<file path="src/sysPkg.sv">
`default_nettype none

package sysPkg;

    //****************************************
    // Bus widths
    localparam int ADDR_W  = 16;
    localparam int DATA_W  = 8;
    localparam int INSTR_W = 16;

    //****************************************
    // Memory map
    localparam logic [ADDR_W-1:0] DMEM_LO = 16'h0000;   // Data RAM
    localparam logic [ADDR_W-1:0] DMEM_HI = 16'h07FF;
    localparam logic [ADDR_W-1:0] IO_LO   = 16'h1000;   // I/O block
    localparam logic [ADDR_W-1:0] IO_HI   = 16'h10FF;
    localparam logic [ADDR_W-1:0] VMEM_LO = 16'h2000;   // Video memory, write only
    localparam logic [ADDR_W-1:0] VMEM_HI = 16'h2960;

    localparam logic [ADDR_W-1:0] IO_OUT_ADDR = 16'h1000;  // Output pins
    localparam logic [ADDR_W-1:0] IO_IN_ADDR  = 16'h1001;  // Latched input byte

    localparam logic [ADDR_W-1:0] IRQ_VECTOR  = 16'h0010;

    //****************************************
    // Instruction word is {opcode[15:12], operand[11:0]}
    // Memory operands use {page, operand}
    typedef enum logic [3:0] {
        NOP  = 4'h0,
        LDI  = 4'h1,    // acc = operand[7:0]
        LD   = 4'h2,    // acc = mem
        ST   = 4'h3,    // mem = acc
        ADD  = 4'h4,    // acc = acc + mem
        SUB  = 4'h5,    // acc = acc - mem
        PAGE = 4'h6,    // page = operand[3:0]
        JMP  = 4'h7,
        JZ   = 4'h8,    // Jump when acc is zero
        RETI = 4'h9,
        HALT = 4'hF
    } opcodeT;

    typedef enum logic [2:0] {
        FETCH, DECODE, EXEC, MEMWAIT, IRQENTRY, HALTED
    } cpuStateT;

endpackage

`default_nettype wire

</file>
<file path="src/ioPort.sv">
`default_nettype none

module ioPort (
    input  logic                      clk,
    input  logic                      rstN,
    // Bus side
    input  logic [sysPkg::ADDR_W-1:0] addr,
    input  logic [sysPkg::DATA_W-1:0] wrData,
    input  logic                      wrEn,
    input  logic                      rdEn,
    output logic [sysPkg::DATA_W-1:0] rdData,
    // Pins
    input  logic [sysPkg::DATA_W-1:0] ioIn,
    input  logic                      ioStrobe,
    output logic [sysPkg::DATA_W-1:0] ioPins,
    // Interrupt
    output logic                      irqFlag,
    input  logic                      irqClr
);
    import sysPkg::*;

    logic [DATA_W-1:0] inReg;   // Byte captured on strobe

    //****************************************
    // Output register and interrupt flag
    always_ff @(posedge clk or negedge rstN) begin
        if (!rstN) begin
            ioPins  <= '0;
            irqFlag <= 1'b0;
        end else begin
            if (wrEn && (addr == IO_OUT_ADDR)) begin
                ioPins <= wrData;
            end
            if (ioStrobe) begin
                irqFlag <= 1'b1;    // New strobe beats a clear
            end else if (irqClr) begin
                irqFlag <= 1'b0;
            end
        end
    end

    always_ff @(posedge clk) begin
        if (ioStrobe) begin
            inReg <= ioIn;
        end
        if (rdEn) begin
            if (addr == IO_IN_ADDR) begin
                rdData <= inReg;
            end else if (addr == IO_OUT_ADDR) begin
                rdData <= ioPins;   // Pin register reads back
            end else begin
                rdData <= '0;
            end
        end
    end

endmodule

`default_nettype wire

</file>
<file path="config.mk">
export PLATFORM = sky130hd
export DESIGN_NAME = ioPort
export DESIGN_NICKNAME = d
export VERILOG_FILES = /design/src/sysPkg.sv /design/src/ioPort.sv
export SDC_FILE = /design/constraint.sdc
export NUM_CORES = 1
export LEC_CHECK = 0
export BUFFER_PORTS_ARGS = -buffer_cell sky130_fd_sc_hd__buf_2
export CAP_MARGIN = 20
export CORE_MARGIN = 4
export CORE_UTILIZATION = 32
export CTS_BUF_LIST = sky130_fd_sc_hd__clkbuf_4 sky130_fd_sc_hd__clkbuf_8
export DETAILED_ROUTE_END_ITERATION = 16
export PLACE_DENSITY = 0.72
export SETUP_SLACK_MARGIN = 0.1
export SKIP_LAST_GASP = 1
export SYNTH_ARGS = -nofsm -noshare
export SYNTH_HDL_FRONTEND = slang
export SYNTH_SLANG_ARGS = --single-unit
export TNS_END_PERCENT = 30
</file>
<file path="constraint.sdc">
create_clock -name clk -period 1.3 [get_ports clk]
set_input_delay 0.195 -clock clk [delete_from_list [all_inputs] [get_ports clk]]
set_output_delay 0.195 -clock clk [all_outputs]
set_load 0.02 [all_outputs]
</file>
=== After elaboration in Yosys (flattened, before gate mapping) ===
Cells that the tools add are included.

* Mux-type cells: 4
* Eq/ne operators: 2
* Reduce and logical (&&, ||, !) cells: 2

{| class="wikitable"
|+ Operators by type and width
! kind !! count
|-
| $eq A16 B13 Y1 const B || 2
|-
| $mux W8 || 2
|-
| $mux W1 || 2
|-
| $reduce_bool A2 Y1 || 1
|-
| $logic_and A1 B1 Y1 || 1
|}

* Input bits: 38
* Output and inout bits: 17
* Bits in registers: 25
* Word-level logic and storage cells: 12

=== Longest topological paths before layout ===
* Word-level depth: 3
* Mapped depth: 4
* Gate-level depth less buffers: 4

=== Worst setup path after synthesis ===
No wires, ideal clock.

* Path kind: input-to-reg
* Start: input addr[4] in the netlist's numbering
* End: register ioPins[0] in the netlist's numbering
* Slack: -0.223 ns
* Setup time: 0.125 ns
* Cell stages on the path: 4
* Data arrival time: 1.398 ns
* Path through: nor4_1 nand4_1 nor3b_4 mux2_2

* Word-level cells in the longest chain between the ends: 2

{| class="wikitable"
|+ Ends and longest elaborated chain
! what !! line !! RTL
|-
| from (decl) || ioPort.sv:7 || <nowiki>input logic [sysPkg::ADDR_W-1:0] addr,</nowiki>
|-
| $eq A16 B13 Y1 || ioPort.sv:31 || <nowiki>if (wrEn && (addr == IO_OUT_ADDR)) begin</nowiki>
|-
| $logic_and A1 B1 Y1 || ioPort.sv:31 ||
|-
| to (signal assigned) || ioPort.sv:32 || <nowiki>ioPins <= wrData;</nowiki>
|-
| to (decl) || ioPort.sv:15 || <nowiki>output logic [sysPkg::DATA_W-1:0] ioPins,</nowiki>
|}

No other way between the ends.
A chain may end at the register's enable or synchronous reset.

=== Worst setup path in the final report ===
* Start: input addr[7] in the netlist's numbering
* End: register ioPins[7] in the netlist's numbering

The elaborated chain is that of the path after synthesis.

==> impl_metrics.json <==
{
  "status": "finished, final reports clean",
  "setup_violations": 0,
  "synth.avg_cell_area_um2": 18.2,
  "synth_top_area_share_pct": 50.8,
  "htreeDepth": 1,
  "drc": 0,
  "worst_slew_pin_slew_ns": 0.210,
  "slew_violations": 0,
  "dr.pass1.iters": 4,
  "drtIter0Drc": 14,
  "avgViaCountPerCell": 4.61,
  "startpoint_type": "primary input",
  "synthTopCellsByArea": "edfxtp_1, dfrtp_1, mux2_2, a22o_1, nor3b_4",
  "core_um2": 2780,
  "maxCapViolCount": 0,
  "yosys.area.top_type": "edfxtp_1",
  "nets": 154,
  "hold-path-cell-count": 1,
  "drt_wl_total_um": 2160,
  "overflow": 0,
  "grt_start_max_net_pins": 15,
  "place_inst": 141,
  "grt_pass1_wl_um": 3530,
  "clk_pin_slew_ns": 0.13,
  "numPortBuffers": 54,
  "path_class": "in2reg",
  "grt_pass1_vias": 755,
  "rows": 19,
  "leakage_uw": 0.000682,
  "place.gp.congestion": 0.743,
  "syn_area_um2": 946,
  "start_util_pct": 34.0,
  "clk_latency_ns": 0.32,
  "hold_viol_final": 0,
  "postSynthCellCount": 52,
  "ys_types": 12,
  "cts_sinks": 25,
  "critPathCaptureType": "flip-flop",
  "multi_input_area_um2": 284,
  "drive_gt1_share_pct": 64.3,
  "crit_fanout": 8,
  "hp-class": "in2reg",
  "syn_nets": 90,
  "ir_drop_uv": 809,
  "cts_root_buf": "clkbuf_4",
  "track_usage_pct": 11.6,
  "ys_warn_count": 0,
  "post-route-min-period_ns": 1.25,
  "die_y_um": 62.4,
  "max_freq_mhz": 803,
  "post-cts-setup-buffer-count": 0,
  "slew_headroom_pct": 86.0,
  "final_cell_mix": "buf_2, edfxtp_1, dfrtp_1, a22o_1, mux2_4",
  "powerDensity_nw_per_um2": 950,
  "ios": 55,
  "hpwl_um": 1680,
  "synth-seq-area-share_pct": 74.6,
  "seqCellArea_um2": 706,
  "r2r_cells": 1,
  "skew_ns": 0.00492,
  "antenna_left": 0,
  "die-area_um2": 3890,
  "rsz0062_at_grt": "yes",
  "final_common_cell": "buf_2",
  "cts_inserted_buffers": 3,
  "syn2layout_area_growth_pct": 49.2,
  "fill_cells": 232,
  "diodes": 0,
  "die_x_um": 62.4,
  "routedWlPerCell_um": 14.8,
  "arrival_ns": 1.46,
  "hold_slack_ns": 0.0375,
  "cts.path.max_buffers": 2,
  "vias": 673,
  "cts_tree": "yes",
  "min_period_over_period_pct": 95.8,
  "ys_ff_latch": 25,
  "stdcell_count": 146,
  "antenna_found_initial": 0,
  "required_ns": 1.52
}
[power by group]
group | total, µW | internal, µW | switching (µW)
Clock | 340 | 115 | 225
Sequential | 884 | 877 | 7.65
Combinational | 116 | 61.9 | 54.4
Total | 1340 | 1050 | 287
[layout make-up]
type / count / share of cell area [%]
Clock buffer: 3 / 1.60
Clock inverter: 1 / 0.355
Inverter: 2 / 0.532
Multi-Input combinational cell: 25 / 20.1
Sequential cell: 25 / 50.0
Tap cell: 31 / 2.75
Timing Repair Buffer: 59 / 24.6
[metrics by stage]
| step | power (µW) | cell area [µm²] | setup slack, ns | utilization (%) | setup TNS (ns) |
|---|---|---|---|---|---|
| final | 1340 | 1410 | 0.0544 | 50.7 | 0 |
| after global routing | 1410 | 1410 | 0.0386 | 50.7 | 0 |
| after floorplan | 921 | 946 | -0.202 | - | -1.71 |
| after CTS | 1350 | 1390 | 0.0468 | 50.0 | 0 |
| after global placement | 997 | 1300 | -0.308 | 46.6 | -3.70 |
| after detailed placement | 1000 | 1300 | -0.329 | 46.6 | -4.00 |
[kinds of logic after synthesis]
family	synth area share (%)
buffers and inverters	0.794
and+or+nand+nor	6.88
muxes	9.52
DFF	74.6
AOI/OAI and AO/OA	8.20
[cell usage after synthesis]
master	instances
nor3_1	1
a21o_1	1
nand4_1	1
edfxtp_1	16
nor2_1	2
nor3b_4	1
a22o_1	8
nor4b_2	1
nor4_1	2
dfrtp_1	9
mux2_2	8
inv_1	2
[registers in the layout, summed over array words and instances (netlist names)]
register	cells
inReg	8
ioPins	8
rdData	8
irqFlag	1
[path summary, 6_finish.rpt]
kind | endpoint | slack, ns | from
min | inReg[2]$_DFFE_PP_ | 0.04 | ioIn[2]
max | ioPins[7]$_DFFE_PN0P_ | 0.05 | addr[7]
max reg2reg | rdData[0]$_DFFE_PP_ | 0.42 | ioPins[0]$_DFFE_PN0P_
max in group asynchronous | ioPins[7]$_DFFE_PN0P_ | 0.89 | rstN
min reg2reg | irqFlag$_DFFE_PN0P_ | 0.52 | irqFlag$_DFFE_PN0P_
min in group asynchronous | ioPins[6]$_DFFE_PN0P_ | 0.23 | rstN
[per-layer routing]
| layer | track usage [%] | vias to the layer above | part of all wire, % |
|---|---|---|---|
| met5 | 0 | - | 0 |
| met2 | 17.4 | 32 | 49 |
| met3 | 3.06 | 3 | 6.4 |
| li1 | - | 332 | - |
| met1 | 15.2 | 306 | 43 |
| met4 | 6.10 | 0 | 1.9 |
[timing repair]
item	4_1_cts	5_1_grt
endpoints found under the hold margin	9	0
setup endpoints to repair	8	16
hold buffers	1	0
pin swaps	5	3
resized for setup	12	3
[worst max-delay path, stage by stage]
cell	delay (ns)
buf_6	0.10
nor4_4	0.25
nand4_1	0.20
nor3b_4	0.26
buf_12	0.16
mux2_4	0.30
No activity file was read; power rests on OpenSTA's default activity.
