[src/sysPkg.sv]
`default_nettype none

package sysPkg;

    //****************************************
    // Bus widths
    localparam int ADDR_W  = 16;
    localparam int DATA_W  = 8;
    localparam int INSTR_W = 16;

    //****************************************
    // Memory map
    localparam logic [ADDR_W-1:0] DMEM_LO = 16'h0000;   // Data RAM
    localparam logic [ADDR_W-1:0] DMEM_HI = 16'h07FF;
    localparam logic [ADDR_W-1:0] IO_LO   = 16'h1000;   // I/O block
    localparam logic [ADDR_W-1:0] IO_HI   = 16'h10FF;
    localparam logic [ADDR_W-1:0] VMEM_LO = 16'h2000;   // Video memory, write only
    localparam logic [ADDR_W-1:0] VMEM_HI = 16'h2960;

    localparam logic [ADDR_W-1:0] IO_OUT_ADDR = 16'h1000;  // Output pins
    localparam logic [ADDR_W-1:0] IO_IN_ADDR  = 16'h1001;  // Latched input byte

    localparam logic [ADDR_W-1:0] IRQ_VECTOR  = 16'h0010;

    //****************************************
    // Instruction word is {opcode[15:12], operand[11:0]}
    // Memory operands use {page, operand}
    typedef enum logic [3:0] {
        NOP  = 4'h0,
        LDI  = 4'h1,    // acc = operand[7:0]
        LD   = 4'h2,    // acc = mem
        ST   = 4'h3,    // mem = acc
        ADD  = 4'h4,    // acc = acc + mem
        SUB  = 4'h5,    // acc = acc - mem
        PAGE = 4'h6,    // page = operand[3:0]
        JMP  = 4'h7,
        JZ   = 4'h8,    // Jump when acc is zero
        RETI = 4'h9,
        HALT = 4'hF
    } opcodeT;

    typedef enum logic [2:0] {
        FETCH, DECODE, EXEC, MEMWAIT, IRQENTRY, HALTED
    } cpuStateT;

endpackage

`default_nettype wire

[src/busDecoder.sv]
`default_nettype none

module busDecoder (
    input  logic                      clk,
    input  logic                      rstN,
    // CPU side
    input  logic [sysPkg::ADDR_W-1:0] dAddr,
    input  logic                      dWrEn,
    input  logic                      dRdEn,
    output logic [sysPkg::DATA_W-1:0] dRdData,
    // Region enables
    output logic                      ramWrEn,
    output logic                      ramRdEn,
    output logic                      ioWrEn,
    output logic                      ioRdEn,
    output logic                      vidWrEn,
    // Region read data
    input  logic [sysPkg::DATA_W-1:0] ramRdData,
    input  logic [sysPkg::DATA_W-1:0] ioRdData
);
    import sysPkg::*;

    localparam logic [1:0] SEL_NONE = 2'd0;
    localparam logic [1:0] SEL_RAM  = 2'd1;
    localparam logic [1:0] SEL_IO   = 2'd2;

    logic       inRam;
    logic       inIo;
    logic       inVid;
    logic [1:0] rdSel;      // Region of last cycle's address

    assign inRam = (dAddr >= DMEM_LO) && (dAddr <= DMEM_HI);
    assign inIo  = (dAddr >= IO_LO)   && (dAddr <= IO_HI);
    assign inVid = (dAddr >= VMEM_LO) && (dAddr <= VMEM_HI);

    // Unmapped addresses get no enable at all
    assign ramWrEn = dWrEn && inRam;
    assign ramRdEn = dRdEn && inRam;
    assign ioWrEn  = dWrEn && inIo;
    assign ioRdEn  = dRdEn && inIo;
    assign vidWrEn = dWrEn && inVid;

    always_ff @(posedge clk or negedge rstN) begin
        if (!rstN) begin
            rdSel <= SEL_NONE;
        end else begin
            rdSel <= inRam ? SEL_RAM : (inIo ? SEL_IO : SEL_NONE);
        end
    end

    // Video memory and holes read as zero
    assign dRdData = (rdSel == SEL_RAM) ? ramRdData :
                     (rdSel == SEL_IO)  ? ioRdData  : '0;

endmodule

`default_nettype wire

[config.mk]
export PLATFORM = sky130hd
export DESIGN_NAME = busDecoder
export DESIGN_NICKNAME = d
export VERILOG_FILES = /design/src/sysPkg.sv /design/src/busDecoder.sv
export SDC_FILE = /design/constraint.sdc
export NUM_CORES = 1
export LEC_CHECK = 0
export BUFFER_PORTS_ARGS = -buffer_cell sky130_fd_sc_hd__buf_2
export CAP_MARGIN = 10
export CORE_AREA = 2 2 39 41
export DETAILED_ROUTE_END_ITERATION = 8
export DIE_AREA = 0 0 41 43
export GPL_TIMING_DRIVEN = 0
export SKIP_CTS_REPAIR_TIMING = 1
export SLEW_MARGIN = 20
export SYNTH_ARGS = -nofsm -noshare
export SYNTH_HDL_FRONTEND = slang
export SYNTH_SLANG_ARGS = --single-unit
[constraint.sdc]
create_clock -name clk -period 1.25 [get_ports clk]
set_input_delay 0.0625 -clock clk [delete_from_list [all_inputs] [get_ports clk]]
set_output_delay 0.0625 -clock clk [all_outputs]
set_load 0.01 [all_outputs]
After elaboration in Yosys (flattened, before gate mapping)
Index checks and enable logic that the tools add are counted.

storage, ports and cells
  logic and storage cells = 21
  flip-flop bits (word level) = 2

operators by class
  equality and inequality tests = 2
  magnitude comparators = 6
  reduce and logical (&&, ||, !) cells = 8
  muxes and demuxes = 4

operators by type and width
  cell                    count
  $ge A16 B1 Y1 const B   1
  $ge A16 B13 Y1 const B  1
  $ge A16 B14 Y1 const B  1
  $le A16 B11 Y1 const B  1
  $le A16 B13 Y1 const B  1
  $le A16 B14 Y1 const B  1
  $mux W8                 2
  $logic_and A1 B1 Y1     8
  $mux W2                 2
  $eq A2 B1 Y1 const B    1
  $eq A2 B2 Y1 const B    1

Logic depth before layout (Yosys ltp)
  word-level depth = 4
  mapped depth = 4
  mapped depth without buffers = 4

Worst setup path before layout
Ideal clock, no wire load.

  path kind = in2out
  start point = input dAddr[10] in the netlist's numbering
  end point = output ioRdEn
  stages = 3
  arrival = 910 ps
  slack = 277 ps
  cells stage by stage = or4b_1 -> nor3_2 -> and2_1

between the ends
  word-level cells in the longest chain between the ends = 3

ends and longest elaborated chain
  element                                                  RTL line          text
  start: declaration                                       busDecoder.sv:7   input logic [sysPkg::ADDR_W-1:0] dAddr,
  $ge A16 B13 Y1 / $le A16 B13 Y1 (equally long branches)  busDecoder.sv:33  assign inIo = (dAddr >= IO_LO) && (dAddr <= IO_HI);
  $logic_and A1 B1 Y1 (*)                                  busDecoder.sv:33
  $logic_and A1 B1 Y1 (*)                                  busDecoder.sv:40  assign ioRdEn = dRdEn && inIo;
  end: declaration                                         busDecoder.sv:15  output logic ioRdEn,

Every way passes the cells marked *; elsewhere a longest branch is shown, timed or not.

Worst setup path after layout
  start point = register rdSel[1]
  end point = output dRdData[0] in the netlist's numbering

between the ends
  word-level cells in the longest chain between the ends = 3

ends and longest elaborated chain
  element                   RTL line          text
  start: declaration        busDecoder.sv:30  logic [1:0] rdSel;
  start signal: assignment  busDecoder.sv:47  rdSel <= inRam ? SEL_RAM : (inIo ? SEL_IO : SEL_NONE);
  $eq A2 B2 Y1              busDecoder.sv:53  (rdSel == SEL_IO) ? ioRdData : '0;
  $mux W8                   busDecoder.sv:53
  $mux W8 (*)               busDecoder.sv:52  assign dRdData = (rdSel == SEL_RAM) ? ramRdData :
  end: declaration          busDecoder.sv:10  output logic [sysPkg::DATA_W-1:0] dRdData,

Marked as above.

==> summary.txt <==
Outcome
  – Status: finished with violations
  – Failing checks: setup timing

Synthesis
  – Yosys warning total: 0
  – Post-synth EDFFs: 0
  – Syn Nets: 69
  – Avg Cell Area, Syn: 7.89 um^2
  – Post-synth top area share: 26.9%
  – Most frequent cells after synthesis: 8 x a22o_1, 4 x and2_1, 3 x nand2_1
  – Top-count cell post-synth: a22o_1
  – Post-synthesis async set-or-reset flop share: 100%
  – Register area share after synthesis: 19.2%
  – Area contributors post-synth: a22o_1 27%, dfrtp_1 19%, and2_1 9.6%, nor3_2 7.7%, nor2b_1 4.8%
  – Synthesized flop and latch total: 2
  – Syn Inst Count: 33
  – Cell variety after synth: 16
  – Top FF cell, synth: dfrtp_1
  – Yosys top cell by area: a22o_1
  – Mapped Area: 260 um^2

Layout
  – Diodes inserted: 0
  – Top reg by flops: rdSel
  – Largest register FFs: 2
  – Area grow syn2layout: 129%
  – Post-Layout Cell Count: 102
  – Layout cells sized above 1: 67.4%
  – Nets@finish: 124
  – Top Registers: rdSel: 2 flops
  – Fill count: 137
  – Core Util, Final: 43.1%

Die
  – Die ar.: 1760 um^2
  – Die Ht: 43 um
  – CORE AREA: 1380 um^2
  – Initial Util: 18.8%
  – Die Wd: 41 um
  – Standard-cell rows: 14
  – # IOs: 49

Clock tree
  – CTS clock-pin slew for the worst setup and hold paths: 30 ps
  – CTS tree: built
  – CTS Buf Count: 3
  – Clock Path Buffers: 2
  – Clk sinks: 2
  – Root buf cell: clkbuf_4
  – H-tree levels: 1

Placement
  – Hpwl dp: 800 um
  – PortBufs: 48
  – Post-Place Cells: 97
  – Routability cong.: 0.663

Timing
  – Worst-Margin Slew: 252 ps
  – Final setup viols: 1
  – Hold WS: 46.8 ps
  – RSZ-0062 raised after global routing: true
  – Tcrit/Tclk final: 101%
  – Max_slew headroom: 83.0%
  – Max-slew violations: 0
  – Fmax: 0.790 GHz
  – Final WS setup: -15.6 ps
  – Final hold vios: 0
  – Tmin final: 1270 ps

Drt
  – Vias: 470
  – 1st-iter DRT viols: 2
  – WL/cell: 9.25 um
  – WL final: 943 um
  – Routed vias/inst: 4.61
  – First drt pass iteration count: 4
  – Routed Antenna Nets: 0
  – Drt drc: 0

Pwr
  – NetSw: 0.0000723 W
  – Int Pwr: 0.000230 W
  – Peak VDD IR: 0.332 mV
  – Switching Fraction: 23.9%
  – Pwr Density: 507 nW/um^2
  – Lkg Pwr: 0.353 nW
  – Combinational Power Share: 31.4%
  – Clk pwr share: 46.7%
  – Register share of total power: 21.9%

Min path
  – Hold Crit Class: input pin to flip-flop

Job
  – Max Cap Violations: 0

Critical path
  – Worst setup SP type: flip-flop
  – Slowest CP cell: dfrtp_1
  – CP max FO: 8
  – CP cell instances: nor2b_2 -> buf_6 -> a22o_1 -> buf_2
  – Endpoint class of the critical path: primary output
  – Crit path kind: flip-flop to primary output
  – Largest stage delay, worst path: 360 ps
  – Critical path required time: 1190 ps
  – Worst endpoint data arrival time: 1200 ps
  – Family with the most delay on the worst path: flip-flops
  – Crit path buf inv count: 2

Global routing
  – Initial antenna violation count: 0
  – Pin count of the biggest net entering global routing: 9
  – Grt ovf: 0
  – Vias in the first global route: 352
  – First-pass GRT wire length: 1150 um
  – Total track usage: 9.84%
final timing paths:
check	from	end	slack [ps]	depth (start not counted)
max	rdSel[1]	dRdData[0]	-20	4
min	dAddr[12]	rdSel[0]	50	2
max in group asynchronous	rstN	rdSel[0]	980	2
min in group asynchronous	rstN	rdSel[1]	170	2
metal layers:
| layer | up-vias | global-route usage [%] | routed length [um] |
|---|---|---|---|
| met1 | 182 | 9.32 | 346 |
| met2 | 51 | 16.9 | 393 |
| met4 | 0 | 6.00 | 0 |
| li1 | 237 | - | - |
| met5 | - | 0 | 0 |
| met3 | 0 | 3.14 | 204 |
power by group through the flow:
stage	registers [W]	clock network, W	logic (W)
2_1_floorplan	0.0000668	0	0.0000183
3_3_place_gp	0.0000668	0	0.0000820
3_5_place_dp	0.0000668	0	0.0000833
4_1_cts	0.0000661	0.000149	0.0000835
5_1_grt	0.0000661	0.000155	0.000106
6_report	0.0000662	0.000141	0.0000951
layout make-up:
type,instances,area (um^2),share of cell area [%]
multi-input combinational,29,215,36.1
sequential,2,50.0,8.39
clock buffer,3,22.5,3.77
timing repair buffer,50,270,45.3
tap,16,20.0,3.35
buffer,2,18.8,3.14
cells in the final DEF (no fill, tap or decap):
master	n
buf_2	46
a22o_1	8
and2_1	4
buf_6	3
nand2_1	3
clkbuf_4	3
buf_4	2
nor3_1	2
a21oi_1	2
dfrtp_1	2
nor2b_2	1
nor2b_1	1
or3_1	1
nor3_2	1
or4b_4	1
nor3_4	1
o31ai_1	1
nor4_1	1
nand4_1	1
or4_1	1
dlygate4sd3_1	1
kinds of logic (layout without fill, tap and decap cells):
family                 Yosys count  after routing  synth area share, %
and+or+nand+nor                 18             18                 44.2
DFF                              2              2                 19.2
buffers and inverters            2             55                 2.88
AOI/OAI and AO/OA               11             11                 33.7
stage by stage:
stage	power [W]	cell area, um^2	setup WS, ps	setup TNS [ps]
6_report	0.000303	597	-15.6	-15.6
5_1_grt	0.000328	597	-53.8	-434
4_1_cts	0.000298	543	-107	-807
3_5_place_dp	0.000150	520	33.5	0
3_3_place_gp	0.000149	520	34.8	0
2_1_floorplan	0.0000851	260	277	0
Note: power is estimated with default switching activity, not from simulation.
