### src/sysPkg.sv
`default_nettype none

package sysPkg;

    //****************************************
    // Bus widths
    localparam int ADDR_W  = 16;
    localparam int DATA_W  = 8;
    localparam int INSTR_W = 16;

    //****************************************
    // Memory map
    localparam logic [ADDR_W-1:0] DMEM_LO = 16'h0000;   // Data RAM
    localparam logic [ADDR_W-1:0] DMEM_HI = 16'h07FF;
    localparam logic [ADDR_W-1:0] IO_LO   = 16'h1000;   // I/O block
    localparam logic [ADDR_W-1:0] IO_HI   = 16'h10FF;
    localparam logic [ADDR_W-1:0] VMEM_LO = 16'h2000;   // Video memory, write only
    localparam logic [ADDR_W-1:0] VMEM_HI = 16'h2960;

    localparam logic [ADDR_W-1:0] IO_OUT_ADDR = 16'h1000;  // Output pins
    localparam logic [ADDR_W-1:0] IO_IN_ADDR  = 16'h1001;  // Latched input byte

    localparam logic [ADDR_W-1:0] IRQ_VECTOR  = 16'h0010;

    //****************************************
    // Instruction word is {opcode[15:12], operand[11:0]}
    // Memory operands use {page, operand}
    typedef enum logic [3:0] {
        NOP  = 4'h0,
        LDI  = 4'h1,    // acc = operand[7:0]
        LD   = 4'h2,    // acc = mem
        ST   = 4'h3,    // mem = acc
        ADD  = 4'h4,    // acc = acc + mem
        SUB  = 4'h5,    // acc = acc - mem
        PAGE = 4'h6,    // page = operand[3:0]
        JMP  = 4'h7,
        JZ   = 4'h8,    // Jump when acc is zero
        RETI = 4'h9,
        HALT = 4'hF
    } opcodeT;

    typedef enum logic [2:0] {
        FETCH, DECODE, EXEC, MEMWAIT, IRQENTRY, HALTED
    } cpuStateT;

endpackage

`default_nettype wire

### src/cpu.sv
`default_nettype none

module cpu (
    input  logic                       clk,
    input  logic                       rstN,
    // Instruction bus
    output logic [sysPkg::ADDR_W-1:0]  iAddr,
    output logic                       iRdEn,
    input  logic [sysPkg::INSTR_W-1:0] iData,
    // Data bus
    output logic [sysPkg::ADDR_W-1:0]  dAddr,
    output logic [sysPkg::DATA_W-1:0]  dWrData,
    output logic                       dWrEn,
    output logic                       dRdEn,
    input  logic [sysPkg::DATA_W-1:0]  dRdData,
    // Interrupt
    input  logic                       irqFlag,
    output logic                       irqClr
);
    import sysPkg::*;

    localparam int OPND_W = INSTR_W - 4;
    localparam int PAGE_W = ADDR_W - OPND_W;

    cpuStateT            state;
    logic [ADDR_W-1:0]   pc;
    logic [PAGE_W-1:0]   page;
    logic [DATA_W-1:0]   acc;
    logic                irqActive;     // Inside the service routine
    logic [INSTR_W-1:0]  ir;

    // Single interrupt level, no stack
    logic [ADDR_W-1:0]   pcShadow;
    logic [PAGE_W-1:0]   pageShadow;
    logic [DATA_W-1:0]   accShadow;

    opcodeT              op;
    logic [OPND_W-1:0]   operand;
    logic                takeIrq;
    logic                memOp;

    assign op      = opcodeT'(ir[INSTR_W-1:OPND_W]);
    assign operand = ir[OPND_W-1:0];
    assign takeIrq = (state == FETCH) && irqFlag && !irqActive;
    assign memOp   = (op == LD) || (op == ADD) || (op == SUB);

    //****************************************
    // Bus outputs
    assign iAddr   = pc;
    assign iRdEn   = (state == FETCH) && !takeIrq;  // Fetch is dropped on interrupt entry
    assign dAddr   = {page, operand};
    assign dWrData = acc;
    assign dWrEn   = (state == EXEC) && (op == ST);
    assign dRdEn   = (state == EXEC) && memOp;
    assign irqClr  = (state == IRQENTRY);

    //****************************************
    // Control state
    always_ff @(posedge clk or negedge rstN) begin
        if (!rstN) begin
            state     <= FETCH;
            pc        <= '0;
            page      <= '0;
            acc       <= '0;
            irqActive <= 1'b0;
        end else begin
            case (state)
                FETCH: begin
                    state <= takeIrq ? IRQENTRY : DECODE;
                end
                DECODE: begin
                    pc    <= pc + 1'b1;     // iData is valid here
                    state <= EXEC;
                end
                EXEC: begin
                    state <= FETCH;
                    case (op)
                        LDI:  acc  <= operand[DATA_W-1:0];
                        PAGE: page <= operand[PAGE_W-1:0];
                        JMP:  pc   <= {{PAGE_W{1'b0}}, operand};
                        JZ: begin
                            if (acc == '0) begin
                                pc <= {{PAGE_W{1'b0}}, operand};
                            end
                        end
                        RETI: begin
                            pc        <= pcShadow;
                            page      <= pageShadow;
                            acc       <= accShadow;
                            irqActive <= 1'b0;
                        end
                        LD, ADD, SUB: state <= MEMWAIT;
                        HALT:         state <= HALTED;
                        default: ;                  // NOP, ST and unused codes
                    endcase
                end
                MEMWAIT: begin
                    // Read data returns one cycle after dRdEn
                    case (op)
                        ADD:     acc <= acc + dRdData;
                        SUB:     acc <= acc - dRdData;
                        default: acc <= dRdData;
                    endcase
                    state <= FETCH;
                end
                IRQENTRY: begin
                    pc        <= IRQ_VECTOR;
                    page      <= '0;
                    irqActive <= 1'b1;
                    state     <= FETCH;
                end
                HALTED:  state <= HALTED;
                default: state <= FETCH;
            endcase
        end
    end

    //****************************************
    // Instruction register and shadow copies
    always_ff @(posedge clk) begin
        if (state == DECODE) begin
            ir <= iData;
        end
        if (state == IRQENTRY) begin
            pcShadow   <= pc;       // Next instruction of the interrupted code
            pageShadow <= page;
            accShadow  <= acc;
        end
    end

endmodule

`default_nettype wire

### config.mk
export PLATFORM = sky130hd
export DESIGN_NAME = cpu
export DESIGN_NICKNAME = d
export VERILOG_FILES = /design/src/sysPkg.sv /design/src/cpu.sv
export SDC_FILE = /design/constraint.sdc
export NUM_CORES = 1
export LEC_CHECK = 0
export BUFFER_PORTS_ARGS = -buffer_cell sky130_fd_sc_hd__buf_2
export CORE_MARGIN = 2
export CORE_UTILIZATION = 56
export CTS_CLUSTER_SIZE = 12
export DETAILED_ROUTE_END_ITERATION = 16
export PLACE_DENSITY_LB_ADDON = 0.1
export SLEW_MARGIN = 10
export SYNTH_ARGS = -nofsm -noshare
export SYNTH_HDL_FRONTEND = slang
export SYNTH_SLANG_ARGS = --single-unit
### constraint.sdc
create_clock -name clk -period 2.66 [get_ports clk]
set_input_delay 0.665 -clock clk [delete_from_list [all_inputs] [get_ports clk]]
set_output_delay 0.665 -clock clk [all_outputs]
set_load 0.01 [all_outputs]
=== Yosys cells after proc, flatten, opt, wreduce, memory -nomap -nowiden ===
Cells that the tools add are included.
W data, S select, Z words.

* Word-level logic and storage cells: 64
* Bits in registers: 76
* Output and inout port bits: 44

* Multiplexer cells: 13
* Add/subtract/negate cells: 3
* Reduce and logical (&&, ||, !) cells: 19
* Equality and inequality tests: 20

{| class="wikitable"
|+ Operators by type and width
! operator !! count
|-
| $pmux W16 S3 || 2
|-
| $pmux W8 S2 || 3
|-
| $add A16 B1 Y16 const B || 1
|-
| $eq A4 B3 Y1 const B || 4
|-
| $mux W16 || 1
|-
| $pmux W4 S2 || 2
|-
| $eq A4 B4 Y1 const B || 3
|-
| $pmux W3 S4 || 1
|-
| $add A8 B8 Y8 || 1
|-
| $eq A4 B2 Y1 const B || 2
|-
| $logic_not A8 Y1 || 1
|-
| $sub A8 B8 Y8 || 1
|-
| $eq A3 B2 Y1 const B || 2
|-
| $eq A3 B3 Y1 const B || 2
|-
| $ne A3 B1 Y1 const B || 2
|-
| $pmux W3 S2 || 1
|-
| $reduce_and A2 Y1 || 3
|-
| $logic_and A1 B1 Y1 || 5
|-
| $eq A4 B1 Y1 const B || 1
|-
| $ne A4 B1 Y1 const B || 1
|-
| $reduce_bool A2 Y1 || 2
|-
| $eq A3 B1 Y1 const B || 1
|-
| $logic_not A3 Y1 || 1
|-
| $mux W3 || 1
|-
| 9 further kinds || 11
|}

=== Longest topological paths before layout ===
Gate-level depths: netlist of run 1.

* Depth after elaboration: 5
* Mapped depth: 12
* Depth with buffers taken out: 11

=== Worst setup path after synthesis of run 1 ===
No wires, ideal clock.

* Path kind: input to register
* From: input dRdData[0] (netlist name)
* To: register acc[6] (netlist: dWrData[6])
* Setup slack: 232 ps
* Stages on the path: 10
* Arrival: 2346 ps
* Path buffers: 0
* Cells stage by stage: inv_1 > ha_1 > mux2i_1 > fa_1 > a211oi_1 > o21bai_1 > a21oi_1 > xnor2_1 > nand2_1 > a31oi_1

* Longest elaborated chain between the ends: 3
* Elaborated cells between the ends (all ways): 4
* Those cells by class: add/sub (2); mux (2)

{| class="wikitable"
|+ RTL lines
! item !! line !! source
|-
| start: declaration || cpu.sv:15 || <nowiki>input logic [sysPkg::DATA_W-1:0] dRdData,</nowiki>
|-
| $sub A8 B8 Y8 / $add A8 B8 Y8 (equally long branches) || cpu.sv:101, cpu.sv:100 ||
|-
| $pmux W8 S2 * || cpu.sv:99 || <nowiki>case (op)</nowiki>
|-
| $pmux W8 S2 * || cpu.sv:67 || <nowiki>case (state)</nowiki>
|-
| end signal: assignment || cpu.sv:100 || <nowiki>ADD: acc <= acc + dRdData;</nowiki>
|-
| end signal: assignment || cpu.sv:101 || <nowiki>SUB: acc <= acc - dRdData;</nowiki>
|-
| end signal: assignment || cpu.sv:102 || <nowiki>default: acc <= dRdData;</nowiki>
|-
| end: declaration || cpu.sv:28 || <nowiki>logic [DATA_W-1:0] acc;</nowiki>
|}

Mark *: on every way between the ends. The rest lies on a longest branch, timed or not.
A chain may end at the register's enable or synchronous reset.

=== Final worst setup path of run 1 ===
* From: register state[1]
* To: output dWrEn

* Longest elaborated chain between the ends: 2

{| class="wikitable"
|+ RTL lines
! item !! line !! source
|-
| start: declaration || cpu.sv:25 || <nowiki>cpuStateT state;</nowiki>
|-
| start signal: assignment || cpu.sv:69 || <nowiki>state <= takeIrq ? IRQENTRY : DECODE;</nowiki>
|-
| $eq A3 B2 Y1 || cpu.sv:53 || <nowiki>assign dWrEn = (state == EXEC) && (op == ST);</nowiki>
|-
| $logic_and A1 B1 Y1 || cpu.sv:53 ||
|-
| end: declaration || cpu.sv:13 || <nowiki>output logic dWrEn,</nowiki>
|}

No other way between the ends.

==> results of run 1 <==
==> through the flow <==
stage / power, mW / instances / instance area, um^2 / util / TNS (ps)
after floorplan: 3.854 / 401 / 4148 / - / 0
after global placement: 4.462 / 556 / 4517 / 0.6261 / 0
after detailed placement: 4.516 / 556 / 4517 / 0.6261 / -57.86
after CTS: 5.381 / 572 / 4710 / 0.6528 / 0
after global routing: 5.771 / 572 / 4710 / 0.6528 / 0
final: 5.364 / 572 / 4710 / 0.6528 / 0
==> registers in the layout (all words and copies together), names as in the netlist <==
| name | flops |
|---|---|
| iAddr | 16 |
| ir | 16 |
| pcShadow | 16 |
| accShadow | 8 |
| dWrData | 8 |
| pageShadow | 4 |
| page | 4 |
| state | 3 |
| irqActive | 1 |
==> cells by family after synthesis <==
logic type | after synthesis
simple gates | 134
compound gates | 126
flops | 76
buf+inv | 43
xor+xnor | 10
fa+ha+maj | 10
mux | 2
==> cells in the final DEF (no fill, tap or decap), drive strengths merged, types with 3 or more instances in the layout <==
cell type	n
buf	86
a21oi	48
edfxtp	44
nor2	41
nand2	38
dfrtp	32
o21ai	32
inv	14
clkbuf	10
xnor2	9
ha	9
nor2b	8
nand2b	7
nor3	7
a31oi	6
a211oi	5
nand3	5
o32a	5
o22ai	5
nor4	5
a22o	4
and3	4
o32ai	4
or2	4
nand4	3
o211ai	3
clkinv	3
==> worst max-delay path, stage by stage, from the launching register on <==
cell      delay, ps
dfrtp_1         540
nand2b_2        150
or2_1           260
nor4_1          280
buf_2           190
==> layout make-up <==
class | count | area [um^2]
Sequential cell | 76 | 2122
Clock inverter | 6 | 65.06
Timing Repair Buffer | 86 | 483.0
Tap cell | 99 | 123.9
Inverter | 13 | 48.80
Clock buffer | 10 | 127.6
Multi-Input combinational cell | 282 | 1739
Fill cell | 627 | 2505
==> worst max-delay path by stage <==
stage,endpoint,slack (ps),cells after the start
2_1_floorplan,dWrData[6]$_DFFE_PN0P_,230,10
3_3_place_gp,dWrData[6]$_DFFE_PN0P_,20,11
3_5_place_dp,dWrData[6]$_DFFE_PN0P_,-60,11
4_1_cts,dWrEn,210,4
5_1_grt,dWrData[6]$_DFFE_PN0P_,100,9
6_report,dWrEn,230,4
==> where the power goes <==
group	switching (mW)	internal, mW	leakage, nW
combinational	1.41	0.991	1.04
clock	0.432	0.436	0.0966
sequential	0.390	1.71	0.804
==> layer usage <==
metal	up-vias	wire length [um]
met3	9	561
met5	-	0
met1	1563	4349
li1	1589	-
met4	0	97
met2	101	4189
==> results.toml, run 1 <==
[detailed_routing]
final_antenna_net_count = 0
drt_iter0_markers = 177
drcViolationCount = 0
routed_wl_um = 9198
drtPass1Iterations = 4
wl_per_cell_um = 16.08
via_per_inst = 5.703
routed-via-count = 3262

[timing]
slew_viol_final = 0
whs_ps = 396.5
setup-violations-final = 0
hold_viol = 0
min_period_ps = 2429
finClkSkew_ps = 13.32
rsz0062_at_grt = "false"
min_period_over_period = 0.9133
setup_slack_ps = 230.7
fmax_mhz = 411.6
relSlewSlack = 0.3991
tightest_slew_ps = 901.3

[finish]
drive_gt1_frac = 0.2452
area_growth_pct = 13.54
antennaDiodeCount = 0
nets = 505

[clock_tree]
cts_buffer_depth = 2
clkSinkCount = 76
cts_max_level = 3
clk_pin_slew_worst_paths_ps = 90
cts_resized = 0
clkLatencyLatePin_ps = 350
hold_buffers = 0
cts_buffers = 9
post_cts_buffers = 0
clock-root-buffer = "clkbuf_8"
cts_tree = "done"

[global_route]
grt_max_degree = 33
busiest_layer = "met2"
grt_pass1_vias = 3035
grt_use_met2 = 0.3490
grt_use_total = 0.2306
use_met1 = 0.3361
grt.overflow.total = 0
grt_pass1_wl_um = 15030
antenna_found_initial = 0
grtUsageMet3 = 0.05281

[power]
power_leakage_nw = 1.938
p_per_area_nw_per_um2 = 1139
peakVddDrop_mv = 0.5404

[placed_design]
finalWeightedCongestion = 0.8624
portBuffers = 70
post-dp-hpwl_um = 6654
pre_cts_ws_ps = -57.86

[synth]
postSynth.topFlopCell = "edfxtp_1"
syn_area_um2 = 4148
synth_cell_types = 63
synth_xor_area_frac = 0.02112
yosysMostFrequentCell = "a21oi_1"
yosysSeqAreaShare = 0.5116
synth_top_area_frac = 0.3186
synth-edff-count = 44
async_flop_share = 0.4211
synth_top_family_by_area = "compound AO/OA/AOI/OAI gates"
synth_area_leaders = "edfxtp_1 32%, dfrtp_1 19%, a21oi_1 5.7%"
yosysWarnings = 0
yosys-top-cells-count = "47 x a21oi_1, 44 x edfxtp_1, 40 x nor2_1"
synth_nets = 438
synthSimpleGateAreaFrac = 0.1738
synthCells = 401
synthAdderAreaFrac = 0.03198
postSynthAreaPerCell_um2 = 10.34
synth_area_leader_cell = "edfxtp_1"
synth_seq_cells = 76
muxShareOfSynthArea = 0.004827
synth-compound-area-share = 0.1876

[min_path]
hold_class = "in2async"

[critical_path]
start_kind = "register"
worstSetupStartpoint = "state[1]$_DFF_PN0_"
worstReg2RegStart = "ir[13]$_DFFE_PN_"
crit_path_end_kind = "primary output"
r2r_setup_slack_ps = 250
cp.arrival_ps = 1760
crit_required_ps = 2000
worstPathMaxFanout = 9
reg2reg_to = "dWrData[6]$_DFFE_PN0P_"
reg2reg_depth = 9
path_class = "reg2out"

[die]
core_region_area_um2 = 7214
initial_core_util = 0.5749
fp-row-count = 31
die_w_um = 90.06
io_pins = 71
dieHeight_um = 90.06
dieArea_um2 = 8111

[flow_run]
maxCapViolCount = 0

[status]
outcome = "complete, no violations"
No activity file was read; power rests on OpenSTA's default activity.
==> run 2, diff against run 1 <==
--- a/config.mk
+++ b/config.mk
@@ -6,10 +6,11 @@
 export NUM_CORES = 1
 export LEC_CHECK = 0
 export BUFFER_PORTS_ARGS = -buffer_cell sky130_fd_sc_hd__buf_2
-export CORE_MARGIN = 2
+export CORE_MARGIN = 3
 export CORE_UTILIZATION = 56
 export CTS_CLUSTER_SIZE = 12
 export DETAILED_ROUTE_END_ITERATION = 16
+export MAX_ROUTING_LAYER = met4
 export PLACE_DENSITY_LB_ADDON = 0.1
 export SLEW_MARGIN = 10
 export SYNTH_ARGS = -nofsm -noshare
==> run 2 against run 1 <==
Setup slack got worse by 16 ps. Clock power shrank 6.1%. Critical path type unchanged. Power is 1.1% lower. First-iteration DRC count up 38%. Largest power group unchanged. Worst hold slack got worse by 10 ps. Register-to-register slack lost 20 ps. Die area grew 4.5%.
==> results.toml, run 2 (synthesized netlist as in run 1, its figures left out) <==
[critical_path]
r2r_setup_slack_ps = 230
crit_path_end_kind = "primary output"
worstReg2RegStart = "ir[15]$_DFFE_PN_"
worstPathMaxFanout = 14
crit_slowest_cell = "dfrtp_1"
crit_family = "flip-flops"
max_stage_delay_ps = 530
crit_chain = "or2_1 > buf_4 > nor2_1 > nand2_1 > inv_1 > buf_2"
reg2reg_to = "dWrData[6]$_DFFE_PN0P_"
reg2reg_depth = 9
cp.arrival_ps = 1780
worstSetupStartpoint = "state[0]$_DFF_PN0_"
critPathBufInv = 3
crit_required_ps = 2000
start_kind = "register"
path_class = "reg2out"

[power]
netSwitchingFraction = 0.4258
power_leakage_nw = 1.918
peakVddDrop_mv = 0.6104
p_total_mw = 5.303
p_per_area_nw_per_um2 = 1134
power_switching_mw = 2.258
power_frac_clock = 0.154
seqPwrFrac = 0.397
comb_power_share = 0.449
power.internal_mw = 3.045

[finish]
mostFrequentLayoutCells = "70 x buf_2, 47 x a21oi_1, 44 x edfxtp_1"
antennaDiodeCount = 0
post-route-util = 0.6699
fillers = 589
drive_gt1_frac = 0.2484
nets = 503
area_growth_pct = 12.76
mostFrequentLayoutCell = "buf_2"

[die]
io_pins = 71
core_region_area_um2 = 6982
die_w_um = 92.06
fp-row-count = 30
dieArea_um2 = 8475
initial_core_util = 0.5941
dieHeight_um = 92.06

[detailed_routing]
routed_wl_um = 9291
routed-via-count = 3275
drtPass1Iterations = 5
wl_per_cell_um = 16.39
via_per_inst = 5.776
drt_iter0_markers = 245
drcViolationCount = 0
final_antenna_net_count = 0

[timing]
setup-violations-final = 0
slew_viol_final = 0
hold_viol = 0
min_period_ps = 2445
setup_slack_ps = 214.8
final.setup.tns_ps = 0
whs_ps = 386.3
relSlewSlack = 0.4195
tightest_slew_ps = 870.6
finClkSkew_ps = 8.836
fmax_mhz = 409.0
min_period_over_period = 0.9192
rsz0062_at_grt = "false"

[clock_tree]
clk_pin_slew_worst_paths_ps = 80
cts_tree = "done"
clock-root-buffer = "clkbuf_8"
cts_max_level = 3
clkLatencyLatePin_ps = 350
post_cts_buffers = 0
clkSinkCount = 76
hold_buffers = 0
cts_resized = 0
cts_buffers = 9
cts_buffer_depth = 2

[placed_design]
portBuffers = 70
post-dp-hpwl_um = 6821
finalWeightedCongestion = 0.8920
pre_cts_ws_ps = -74.23

[status]
outcome = "complete, no violations"

[global_route]
grt_pass1_vias = 3053
grt_use_total = 0.2412
grt_max_degree = 33
grt.overflow.total = 0
grt_pass1_wl_um = 15790
antenna_found_initial = 0

[min_path]
hold_class = "in2async"

[flow_run]
maxCapViolCount = 0
run 2: through the flow:
| step | std cells | instance area, um^2 |
|---|---|---|
| after CTS | 567 | 4667 |
| after floorplan | 401 | 4148 |
| after global routing | 567 | 4677 |
| final | 567 | 4677 |
| after detailed placement | 551 | 4486 |
| after global placement | 551 | 4486 |
run 2: layout make-up:
class / instances / area, um^2 / share of cell area
Clock buffer: 9 / 123.9 / 0.02648
Clock inverter: 7 / 57.56 / 0.01231
Inverter: 13 / 48.80 / 0.01043
Multi-Input combinational cell: 282 / 1748 / 0.3737
Sequential cell: 76 / 2123 / 0.4540
Tap cell: 96 / 120.1 / 0.02568
Timing Repair Buffer: 84 / 455.4 / 0.09738
run 2: per-layer routing:
layer / GRT usage / wire (um)
met1: 0.3730 / 4454
met2: 0.3230 / 4036
met3: 0.05332 / 664
met4: 0.05817 / 136
met5: - / 0
run 2: power by group through the flow:
stage                     clock, mW  combinational [mW]  sequential, mW
after global routing          0.890                2.68            2.17
after floorplan                   0                1.76            2.10
after CTS                     0.832                2.37            2.10
after global placement            0                2.33            2.11
final                         0.815                2.38            2.11
after detailed placement          0                2.36            2.13
run 2: worst max-delay path by stage:
stage	slack (ps)	to	cells past startpoint
after CTS	100	dWrData[6]$_DFFE_PN0P_	9
after floorplan	230	dWrData[6]$_DFFE_PN0P_	10
after detailed placement	-70	dWrData[6]$_DFFE_PN0P_	11
final	210	dRdEn	6
after global routing	70	dRdEn	7
after global placement	6	dWrData[6]$_DFFE_PN0P_	11
==> run 3, diff against run 2 <==
--- a/config.mk
+++ b/config.mk
@@ -5,11 +5,14 @@
 export SDC_FILE = /design/constraint.sdc
 export NUM_CORES = 1
 export LEC_CHECK = 0
+export ABC_AREA = 1
 export BUFFER_PORTS_ARGS = -buffer_cell sky130_fd_sc_hd__buf_2
+export CAP_MARGIN = 20
 export CORE_MARGIN = 3
-export CORE_UTILIZATION = 56
+export CORE_UTILIZATION = 57
 export CTS_CLUSTER_SIZE = 12
 export DETAILED_ROUTE_END_ITERATION = 16
+export GPL_ROUTABILITY_DRIVEN = 0
 export MAX_ROUTING_LAYER = met4
 export PLACE_DENSITY_LB_ADDON = 0.1
 export SLEW_MARGIN = 10
==> run 3 against run 2 <==
Global-route usage grew 3.5 points. Via count grew 12%. Fmax shrank 1.8%. Critical endpoint unchanged. Sequential power shrank 41%. Power shrank 56%. Core utilization grew 2.6 points. Synthesized cell count grew 23%.
==> results.toml, run 3 <==
[global_route]
grt_max_degree = 33
antenna_found_initial = 0
grt.overflow.total = 0
grt_pass1_vias = 3705
grt_use_total = 0.2764
grt_pass1_wl_um = 17840

[timing]
final.setup.tns_ps = 0
setup-violations-final = 0
min_period_over_period = 0.9357
slew_viol_final = 0
tightest_slew_ps = 793.3
finClkSkew_ps = 8.330
fmax_mhz = 401.8
relSlewSlack = 0.4712
hold_viol = 0
whs_ps = 373.8
min_period_ps = 2489
rsz0062_at_grt = "true"

[power]
p_per_area_nw_per_um2 = 484.6
peakVddDrop_mv = 0.3643
power_leakage_nw = 2.225

[synth]
synth_cell_types = 42
synth_xor_area_frac = 0.03101
synthCells = 492
syn_area_um2 = 4237
synth-compound-area-share = 0.1110
synth_seq_cells = 76
synth_area_leaders = "edfxtp_1 31%, dfrtp_1 19%, nand2_1 12%"
synth_top_area_frac = 0.3119
synth_area_leader_cell = "edfxtp_1"
postSynth.topFlopCell = "edfxtp_1"
synth_nets = 529
async_flop_share = 0.4211
synthSimpleGateAreaFrac = 0.2339
yosysMostFrequentCell = "nand2_1"
synthAdderAreaFrac = 0.03131
yosysSeqAreaShare = 0.5009
postSynthAreaPerCell_um2 = 8.611
yosysWarnings = 0
synth_top_family_by_area = "simple AND/OR/NAND/NOR gates"
synth-edff-count = 44
muxShareOfSynthArea = 0
yosys-top-cells-count = "130 x nand2_1, 52 x inv_1, 44 x edfxtp_1, 44 x nor2_1, 32 x dfrtp_1"

[critical_path]
worstPathMaxFanout = 11
crit_required_ps = 2000
start_kind = "register"
cp.arrival_ps = 1820
path_class = "reg2out"
crit_path_end_kind = "primary output"

[clock_tree]
cts_buffers = 9
clock-root-buffer = "clkbuf_8"
cts_max_level = 3
cts_tree = "done"
cts_buffer_depth = 2
clkLatencyLatePin_ps = 360
clk_pin_slew_worst_paths_ps = 90
clkSinkCount = 76

[finish]
fin_cells = 661
mostFrequentLayoutCells = "129 x nand2_1, 70 x buf_2, 52 x inv_1"
drive_gt1_frac = 0.2212
antennaDiodeCount = 0
fillers = 593
area_growth_pct = 14.65
nets = 597
mostFrequentLayoutCell = "nand2_1"

[detailed_routing]
routed_wl_um = 10600
final_antenna_net_count = 0
via_per_inst = 5.531
routed-via-count = 3656
drt_iter0_markers = 174
drtPass1Iterations = 4
wl_per_cell_um = 16.04
drcViolationCount = 0

[die]
fp-row-count = 30
initial_core_util = 0.6068
die_w_um = 92.21
core_region_area_um2 = 6982
dieArea_um2 = 8503
dieHeight_um = 92.21
io_pins = 71

[placed_design]
portBuffers = 70
dp.cells = 642
post-dp-hpwl_um = 7662

[flow_run]
maxCapViolCount = 0

[status]
outcome = "complete, no violations"

[min_path]
hold_class = "in2async"
[run 3: cell count changes after synthesis, moves of 8 or more]
cell	previous run	this run
xnor2_1	9	0
nand3_1	5	27
xor2_1	1	15
inv_1	13	52
a21oi_1	47	23
buf_6	9	1
nand2_1	38	130
[run 3: per-stage QoR]
| stage | cell area (um^2) | util | setup slack (ps) | total power, mW |
|---|---|---|---|---|
| after global placement | 4589 | 0.6573 | -42.98 | 1.370 |
| after floorplan | 4237 | - | 135.2 | 1.326 |
| after CTS | 4811 | 0.6891 | 62.67 | 2.357 |
| final | 4857 | 0.6957 | 170.9 | 2.354 |
| after detailed placement | 4589 | 0.6573 | -156.3 | 1.375 |
| after global routing | 4857 | 0.6957 | -24.47 | 2.423 |
[run 3: final timing paths]
path	startpoint	endpoint	slack [ps]	depth (start not counted)
setup reg to reg	ir[14]$_DFFE_PN_	dWrData[6]$_DFFE_PN0P_	250	14
setup / recovery	ir[14]$_DFFE_PN_	dRdEn	170	5
min in group clk	iData[8]	ir[8]$_DFFE_PN_	470	1
hold reg to reg	iAddr[15]$_DFFE_PN0P_	pcShadow[15]$_DFFE_PP_	480	0
hold / removal	rstN	dWrData[7]$_DFFE_PN0P_	370	1
max in group asynchronous	rstN	iAddr[0]$_DFFE_PN0P_	1770	1
[run 3: layout make-up]
class                      instances  area [um^2]  share of cell area
timing repair buffer              78        410.4             0.08449
multi-input combinational        336         1754              0.3612
tap                               96        120.1             0.02473
clock buffer                       9        123.9             0.02550
inverter                          59        229.0             0.04714
sequential                        76         2122              0.4369
clock inverter                     7        97.59             0.02009
[run 3: cells by family (layout without fill, tap and decap cells)]
family	count (synthesis)	in the layout
AO/OA/AOI/OAI	79	79
XOR/XNOR	15	15
adder cells (fa/ha/maj)	10	10
buffers and inverters	80	153
flip-flops	76	76
AND/OR/NAND/NOR	232	232
[run 3: worst max-delay path: stages, from the launching register on]
cell and delay [ps]:
edfxtp_1 440, inv_2 100, nor2_2 160, nand2_1 260, a21oi_1 310, buf_2 180
[run 3: routing by layer]
metal | track usage | up-vias | wire length, um
li1 | - | 1763 | -
met4 | 0.1225 | 0 | 246
met1 | 0.3395 | 1737 | 4371
met3 | 0.04266 | 22 | 611
met5 | - | - | 0
met2 | 0.4544 | 134 | 5371
[run 3: what timing repair did]
item / in CTS / in global routing
resized for setup: 0 / 6
setup buffers: 0 / 3
setup endpoints to repair: 0 / 7
hold buffers: 0 / 0
[run 3: where the power goes]
part           internal, mW  switching [mW]  total, mW
sequential             1.24               0       1.24
clock                 0.535           0.467       1.00
combinational        0.0443          0.0678      0.112
